### config.mk
export PLATFORM = sky130hd
export DESIGN_NAME = mem_stage
export DESIGN_NICKNAME = d
export VERILOG_FILES = /design/src/logic/mem_op_pkg.sv /design/src/logic/cache_pkg.sv /design/src/logic/store_align.sv /design/src/logic/dcache.sv /design/src/logic/load_extend.sv /design/src/logic/mem_stage.sv
export SDC_FILE = /design/constraint.sdc
export NUM_CORES = 2
export LEC_CHECK = 0
export ABC_CLOCK_PERIOD_IN_PS = 18700
export BUFFER_PORTS_ARGS = -buffer_cell sky130_fd_sc_hd__buf_4
export CAP_MARGIN = 20
export CORE_MARGIN = 5
export CORE_UTILIZATION = 47
export CTS_CLUSTER_SIZE = 12
export DETAILED_ROUTE_END_ITERATION = 8
export MAX_ROUTING_LAYER = met4
export PLACE_DENSITY = 0.74
export SLEW_MARGIN = 5
export SYNTH_ARGS = -nofsm -noshare
export SYNTH_HDL_FRONTEND = slang
export SYNTH_SLANG_ARGS = --single-unit
### constraint.sdc
create_clock -name clk -period 18.7 [get_ports clk]
set_input_delay 1.87 -clock clk [delete_from_list [all_inputs] [get_ports clk]]
set_output_delay 1.87 -clock clk [all_outputs]
set_load 0.01 [all_outputs]
### src/logic/mem_op_pkg.sv
package mem_op_pkg;

    // low two bits give the width, bit 2 selects zero extension
    typedef enum logic [2:0] {
        LW   = 3'b000,
        LB   = 3'b001,
        LH   = 3'b010,
        LD   = 3'b011,
        LWU  = 3'b100,
        LBU  = 3'b101,
        LHU  = 3'b110,
        NONE = 3'b111
    } mem_op_t;

    // width classes in op[1:0]
    localparam logic [1:0] width_word  = 2'b00;
    localparam logic [1:0] width_byte  = 2'b01;
    localparam logic [1:0] width_half  = 2'b10;
    localparam logic [1:0] width_dword = 2'b11;

    localparam int zext_bit = 2;

    // request as issued by the core
    typedef struct packed {
        logic [63:0] addr;
        logic [63:0] wdata;
        logic        write;
        mem_op_t     op;
    } mem_req_t;

    // access after lane alignment, as seen by the cache
    typedef struct packed {
        logic [63:0] addr;
        logic        write;
        logic [63:0] data;
        logic [7:0]  mask;
    } cpu_access_t;

endpackage

### src/logic/cache_pkg.sv
package cache_pkg;

    // geometry
    localparam int line_bytes  = 16;
    localparam int index_bits  = 4;
    localparam int offset_bits = 4;
    localparam int tag_bits    = 64 - index_bits - offset_bits;   // 56
    localparam int num_lines   = 1 << index_bits;

    // one line, seen as doublewords or as bytes
    typedef union packed {
        logic [1:0][63:0]  dword;
        logic [15:0][7:0]  bytes;
    } cache_line_u;

    typedef struct packed {
        logic                valid;
        logic                dirty;
        logic [tag_bits-1:0] tag;
    } tag_entry_t;

    // line bus request, held with valid until ready
    typedef struct packed {
        logic [63:0] addr;     // line aligned
        logic        write;
        cache_line_u wdata;
    } line_req_t;

endpackage

### src/logic/store_align.sv
module store_align
    import mem_op_pkg::*;
(
    input  mem_req_t    req_i,
    output cpu_access_t acc_o
);

    logic [2:0]  offset;
    logic [63:0] narrow;       // store data trimmed to its width
    logic [7:0]  mask_base;
    logic [2:0]  align_bits;   // address bits that must be zero

    assign offset = req_i.addr[2:0];

    always_comb begin
        case (req_i.op[1:0])
            width_byte: begin
                narrow     = {56'b0, req_i.wdata[7:0]};
                mask_base  = 8'h01;
                align_bits = 3'b000;
            end
            width_half: begin
                narrow     = {48'b0, req_i.wdata[15:0]};
                mask_base  = 8'h03;
                align_bits = 3'b001;
            end
            width_word: begin
                narrow     = {32'b0, req_i.wdata[31:0]};
                mask_base  = 8'h0f;
                align_bits = 3'b011;
            end
            width_dword: begin
                narrow     = req_i.wdata;
                mask_base  = 8'hff;
                align_bits = 3'b111;
            end
        endcase
    end

    // loads pass through, the cache ignores the mask for them
    always_comb begin
        acc_o.addr  = req_i.addr;
        acc_o.write = req_i.write;
        acc_o.data  = narrow << {offset, 3'b000};
        acc_o.mask  = mask_base << offset;
    end

    // natural alignment only, a misaligned mask would lose bits off the top
    always_comb begin
        align_chk: assert final ($isunknown(req_i) || (offset & align_bits) == 3'b000)
            else $error("misaligned access at %h op %s", req_i.addr, req_i.op.name());
    end

endmodule

### src/logic/dcache.sv
module dcache
    import mem_op_pkg::*;
    import cache_pkg::*;
(
    input  logic        clk,
    input  logic        rst,

    input  cpu_access_t acc_i,
    input  logic        acc_valid_i,
    output logic        idle_o,
    output logic        ready_o,
    output logic [63:0] rdata_o,

    output line_req_t   line_req_o,
    output logic        line_valid_o,
    input  logic        line_ready_i,
    input  cache_line_u line_rdata_i
);

    typedef enum logic [2:0] {
        IDLE,
        LOOKUP,
        WRITEBACK,
        REFILL,
        RESPOND
    } state_t;

    state_t state_q, state_d;

    cache_line_u data_q [num_lines];
    tag_entry_t  tags_q [num_lines];

    cpu_access_t           acc_q;     // access being served
    logic [63:0]           rdata_q;
    logic [index_bits-1:0] acc_idx;
    logic [tag_bits-1:0]   acc_tag;
    logic                  dsel;      // which doubleword of the line
    tag_entry_t            entry;
    cache_line_u           line;
    cache_line_u           merged;
    logic                  hit;

    assign acc_idx = acc_q.addr[offset_bits +: index_bits];
    assign acc_tag = acc_q.addr[offset_bits + index_bits +: tag_bits];
    assign dsel    = acc_q.addr[offset_bits-1];

    assign entry = tags_q[acc_idx];
    assign line  = data_q[acc_idx];
    assign hit   = entry.valid && entry.tag == acc_tag;

    // store merge through the byte view
    always_comb begin
        merged = line;
        for (int b = 0; b < line_bytes; b++) begin
            if ((b >= 8) == dsel && acc_q.mask[b % 8]) begin
                merged.bytes[b] = acc_q.data[8*(b % 8) +: 8];
            end
        end
    end

    always_comb begin
        state_d          = state_q;
        line_valid_o     = 1'b0;
        line_req_o.addr  = {acc_tag, acc_idx, {offset_bits{1'b0}}};
        line_req_o.write = 1'b0;
        line_req_o.wdata = line;
        case (state_q)
            IDLE: begin
                if (acc_valid_i) begin
                    state_d = LOOKUP;
                end
            end
            LOOKUP: begin
                if (hit) begin
                    state_d = RESPOND;
                end else if (entry.valid && entry.dirty) begin
                    state_d = WRITEBACK;
                end else begin
                    state_d = REFILL;
                end
            end
            WRITEBACK: begin
                line_valid_o     = 1'b1;
                line_req_o.addr  = {entry.tag, acc_idx, {offset_bits{1'b0}}};   // victim
                line_req_o.write = 1'b1;
                if (line_ready_i) begin
                    state_d = REFILL;
                end
            end
            REFILL: begin
                line_valid_o = 1'b1;
                if (line_ready_i) begin
                    state_d = LOOKUP;   // retry, hits now
                end
            end
            RESPOND: begin
                state_d = IDLE;
            end
            default: begin
                state_d = IDLE;
            end
        endcase
    end

    // control state and tag array
    always_ff @(posedge clk) begin
        if (rst) begin
            state_q <= IDLE;
            for (int i = 0; i < num_lines; i++) begin
                tags_q[i].valid <= 1'b0;
                tags_q[i].dirty <= 1'b0;
            end
        end else begin
            state_q <= state_d;
            if (state_q == LOOKUP && hit && acc_q.write) begin
                tags_q[acc_idx].dirty <= 1'b1;
            end
            if (state_q == REFILL && line_ready_i) begin
                tags_q[acc_idx] <= '{valid: 1'b1, dirty: 1'b0, tag: acc_tag};
            end
        end
    end

    // payload
    always_ff @(posedge clk) begin
        if (state_q == IDLE && acc_valid_i) begin
            acc_q <= acc_i;
        end
        if (state_q == LOOKUP && hit) begin
            rdata_q <= line.dword[dsel];
            if (acc_q.write) begin
                data_q[acc_idx] <= merged;
            end
        end
        if (state_q == REFILL && line_ready_i) begin
            data_q[acc_idx] <= line_rdata_i;
        end
    end

    assign idle_o  = state_q == IDLE;
    assign ready_o = state_q == RESPOND;
    assign rdata_o = rdata_q;

    // a posted line request must not move before the memory answers
    line_hold: assert property (@(posedge clk) disable iff (rst)
        line_valid_o && !line_ready_i |=> line_valid_o && $stable(line_req_o));

endmodule

### src/logic/load_extend.sv
module load_extend
    import mem_op_pkg::*;
(
    input  logic [63:0] dword_i,
    input  logic [2:0]  offset_i,
    input  mem_op_t     op_i,
    output logic [63:0] rdata_o
);

    logic [63:0] shifted;   // addressed bytes moved to bit 0
    logic        zext;

    assign shifted = dword_i >> {offset_i, 3'b000};
    assign zext    = op_i[zext_bit];

    always_comb begin
        case (op_i[1:0])
            width_byte: begin
                rdata_o = {{56{shifted[7] & ~zext}}, shifted[7:0]};
            end
            width_half: begin
                rdata_o = {{48{shifted[15] & ~zext}}, shifted[15:0]};
            end
            width_word: begin
                rdata_o = {{32{shifted[31] & ~zext}}, shifted[31:0]};
            end
            width_dword: begin
                rdata_o = shifted;
            end
        endcase
        // 111 would decode as a zero-extended dword
        if (op_i == NONE) begin
            rdata_o = '0;
        end
    end

endmodule

### src/logic/mem_stage.sv
module mem_stage
    import mem_op_pkg::*;
    import cache_pkg::*;
(
    input  logic        clk,
    input  logic        rst,

    input  mem_req_t    req_i,
    input  logic        mem_en_i,
    output logic        busy_o,
    output logic        done_o,
    output logic [63:0] rdata_o,

    output line_req_t   line_req_o,
    output logic        line_valid_o,
    input  logic        line_ready_i,
    input  cache_line_u line_rdata_i
);

    cpu_access_t acc;
    logic        acc_valid;
    logic        cache_idle;
    logic        cpu_ready;
    logic [63:0] cpu_rdata;
    logic        in_flight_q;
    logic        done_q;

    // result of the finished access, stable for the extractor
    logic [63:0] dword_q;
    logic [2:0]  offset_q;
    mem_op_t     op_q;

    store_align u_store_align (
        .req_i (req_i),
        .acc_o (acc)
    );

    // done_q keeps the held request from being issued a second time
    assign acc_valid = mem_en_i && !in_flight_q && !done_q && cache_idle;

    dcache u_dcache (
        .clk          (clk),
        .rst          (rst),
        .acc_i        (acc),
        .acc_valid_i  (acc_valid),
        .idle_o       (cache_idle),
        .ready_o      (cpu_ready),
        .rdata_o      (cpu_rdata),
        .line_req_o   (line_req_o),
        .line_valid_o (line_valid_o),
        .line_ready_i (line_ready_i),
        .line_rdata_i (line_rdata_i)
    );

    always_ff @(posedge clk) begin
        if (rst) begin
            in_flight_q <= 1'b0;
            done_q      <= 1'b0;
        end else begin
            done_q <= cpu_ready;
            if (cpu_ready) begin
                in_flight_q <= 1'b0;
            end else if (acc_valid) begin
                in_flight_q <= 1'b1;
            end
        end
    end

    always_ff @(posedge clk) begin
        if (cpu_ready) begin
            dword_q  <= cpu_rdata;
            offset_q <= req_i.addr[2:0];   // req still held here
            op_q     <= req_i.op;
        end
    end

    load_extend u_load_extend (
        .dword_i  (dword_q),
        .offset_i (offset_q),
        .op_i     (op_q),
        .rdata_o  (rdata_o)
    );

    assign done_o = done_q;
    assign busy_o = mem_en_i && !done_q;

    // the core may only move the request once it has seen busy low
    req_hold: assert property (@(posedge clk) disable iff (rst)
        busy_o && $past(busy_o) |-> $stable(req_i));

endmodule

==> metrics.txt <==
status=complete, no violations; drt via density=about 6.4; P_leak=~49 nW; die footprint=roughly 290000 sq um; Fin. Hold Viols=0; synth unique cells=between 80 and 90; crit-path cells=buf_4, buf_12, buf_4, buf_4, buf_4, mux4_2, mux4_2, buf_4; CP Capture Type=output port; worst setup margin=approximately 10 ns; Core Rows=between 150 and 200; top post-synthesis cells by area=edfxtp_1 74%, mux4_2 14%, mux2i_1 2.7%; chip height=approximately 540 um; layout cells sized above 1=0.293; CP top delay family=buffers and inverters; first-pass GRT wire length=between 500 and 600 mm; final net count=between 7000 and 8000; CTS tree=yes; Starting DRT DRC Count=approximately 11000; GRT overflow=0; Clock Path Buffers=4; sequential share of the synthesized area=0.743; Synth area leader=edfxtp_1; sequential cell area=approximately 97000 sq um; maximum fanout along the worst path=100; power per cell area=between 100 and 150 nW/um^2; normalized max-slew margin=0.152; Layout area overhead=14.5%; CTS clk-pin slew, worst paths=around 0.060 ns; Post-Route Utilization=0.542; area of the multi-input gates=32000 sq um; setup_tns=0 ns; most common cell in the netlist=edfxtp_1; Core ar.=around 280000 sq um; RSZ-0062 raised after global routing=no; port bufs=~520; CTS Buf Count=333; Routability Congestion=around 0.99; H-tree depth=5; Synth top area share=0.740; Detailed Route WL=approximately 380 mm; Slew Limit Fails=0; wire per inst=~34 um; chip width=538 um; Critical Path RT=between 15 and 20 ns; Pre-Repair DR Iteration Count=6; maxcap violations=0; Worst path most repeated cell=buf_4; Crit Path Category=reg -> out; Worst-Skew Late Latency=around 0.94 ns; CTS root buf=clkbuf_16; Setup crit start kind=flip-flop; pre-CTS setup slack=between 10 and 15 ns; Post-CTS Setup Bufs=0; initial core utilization=0.473; Worst VDD drop=around 110 uV; EDFF count, synth=~3200; min Tclk post-route=8.93 ns; routed vias=71551; HPWL Detailed=around 230 mm; GRT Total Usage=0.268; Tightest Pin Transition=between 1 and 1.5 ns; Hold Crit Class=reg -> reg; Residual DRC=0; antenna violations before repair=17; largest net degree at the start of global routing=between 100 and 150; commonest cells in the netlist=3228 x edfxtp_1, 806 x mux4_2, 432 x nand2_1, 360 x mux2i_1, 232 x clkbuf_1; Post-Syn Instances=~6500; asr flop ratio synth=0; synthesized cell area=between 100000 and 150000 sq um; Data arrival, critical path=7.06 ns; vias in the first global route=70712; Post-synth top flop=edfxtp_1; syn avg cell area=20.0 sq um; fmax=between 100 and 150 MHz; Final Skew=roughly 0.1 ns; critical path's slowest cell=buf_4; final setup fails=0; final antenna-violating net count=0; final hold slack=0.389 ns; fin crit share=0.477; # IOs=around 520; CTS hold repair buffers=0; #FFs+latches synth=about 3300; dpl cells=~11000; worst path bufs/invs=6; clk sinks=approximately 3300; fillers=slightly above 20000; max incr delay on CP=0.84 ns; CTS resizes=0; synth warn=0; non-filler cells, final=approximately 11000
==> through the flow <==
step	power (mW)	instance area [sq um]
after floorplan	13.5	131000
after global placement	16.1	140000
after detailed placement	16.3	140000
after CTS	22.3	150000
after global routing	23.1	150000
final	22.4	150000
==> kinds of logic (layout without fill, tap and decap cells) <==
group                    count (synthesis)  in the layout  share of synthesized area
other                                    1             26                  0.0000286
flip-flops                            3253           3253                      0.743
XOR/XNOR                                46             46                    0.00307
AO/OA/AOI/OAI                          659            659                     0.0307
adder cells (fa/ha/maj)                  5              5                   0.000477
AND/OR/NAND/NOR                        826            826                     0.0286
buffers and inverters                  451           1367                     0.0158
multiplexers                          1305           1305                      0.178
==> per-layer routing <==
metal / global-route usage / share of wire / vias up
li1: - / - / 28373
met1: 0.349 / 0.35 / 36954
met2: 0.408 / 0.47 / 5427
met3: 0.0646 / 0.12 / 797
met4: 0.115 / 0.050 / 0
met5: - / 0 / -
==> final cells by class <==
type | instances | share of cell area
clock inverters | 94 | 0.00474
flip-flops and latches | 3253 | 0.649
well taps | 3705 | 0.0309
repair buffers | 790 | 0.0413
clock buffers | 435 | 0.0591
multi-input cells | 2845 | 0.213
inverters | 48 | 0.00125
diodes | 22 | 0.000367
==> power breakdown <==
group / total [mW] / internal, mW / leakage, nW / switching, mW
registers: 9.67 / 9.38 / 29.3 / 0.291
logic: 6.67 / 2.51 / 15.0 / 4.16
clock network: 6.05 / 3.36 / 4.63 / 2.69
==> worst reg2reg max path: stages (launching register included) <==
cell,delay [ns]
dfxtp_4,0.88
buf_12,0.56
buf_4,0.91
mux4_2,0.62
mux2i_1,0.28
xnor2_1,0.12
nor3_1,0.21
a31oi_1,0.18
a2111oi_1,0.81
nand4b_1,0.32
nand4bb_4,0.34
buf_4,0.36
a211oi_4,0.36
buf_4,0.61
buf_4,0.96
buf_4,0.88
==> worst paths after layout <==
kind / cells after the start / start / slack (ns) / end
worst max-delay path: 8 / flip-flop / 9.77 / line_req_o[118]
worst min-delay path: 0 / u_dcache.rdata_o[44] / 0.39 / dword_q[44]
worst max register to register: 15 / flip-flop / 9.93 / u_dcache.data_q[12][44]
worst min register to register: 0 / u_dcache.rdata_o[44] / 0.39 / dword_q[44]
==> layout by cell type (no fill, tap or decap), drive strengths merged, types with 33 or more instances in the layout <==
cell type	instances
nand2	432
nor2	146
o21ai	229
nor2b	60
a21oi	145
a22oi	47
nand3	34
clkinv	73
mux2	138
buf	785
a31oi	33
o22ai	72
mux4	807
clkbuf	440
inv	59
mux2i	360
edfxtp	3228
==> flip-flops by register name (all words and copies together), names as in the netlist, named ones only <==
name,count
u_dcache.acc_q,130
op_q,3
offset_q,3
u_dcache.rdata_o,64
u_dcache.tags_q,928
in_flight_q,1
u_dcache.data_q,2048
done_o,1
dword_q,64
u_dcache.acc_idx,4
u_dcache.state_q,3
Note: power is estimated with default switching activity, not from simulation.
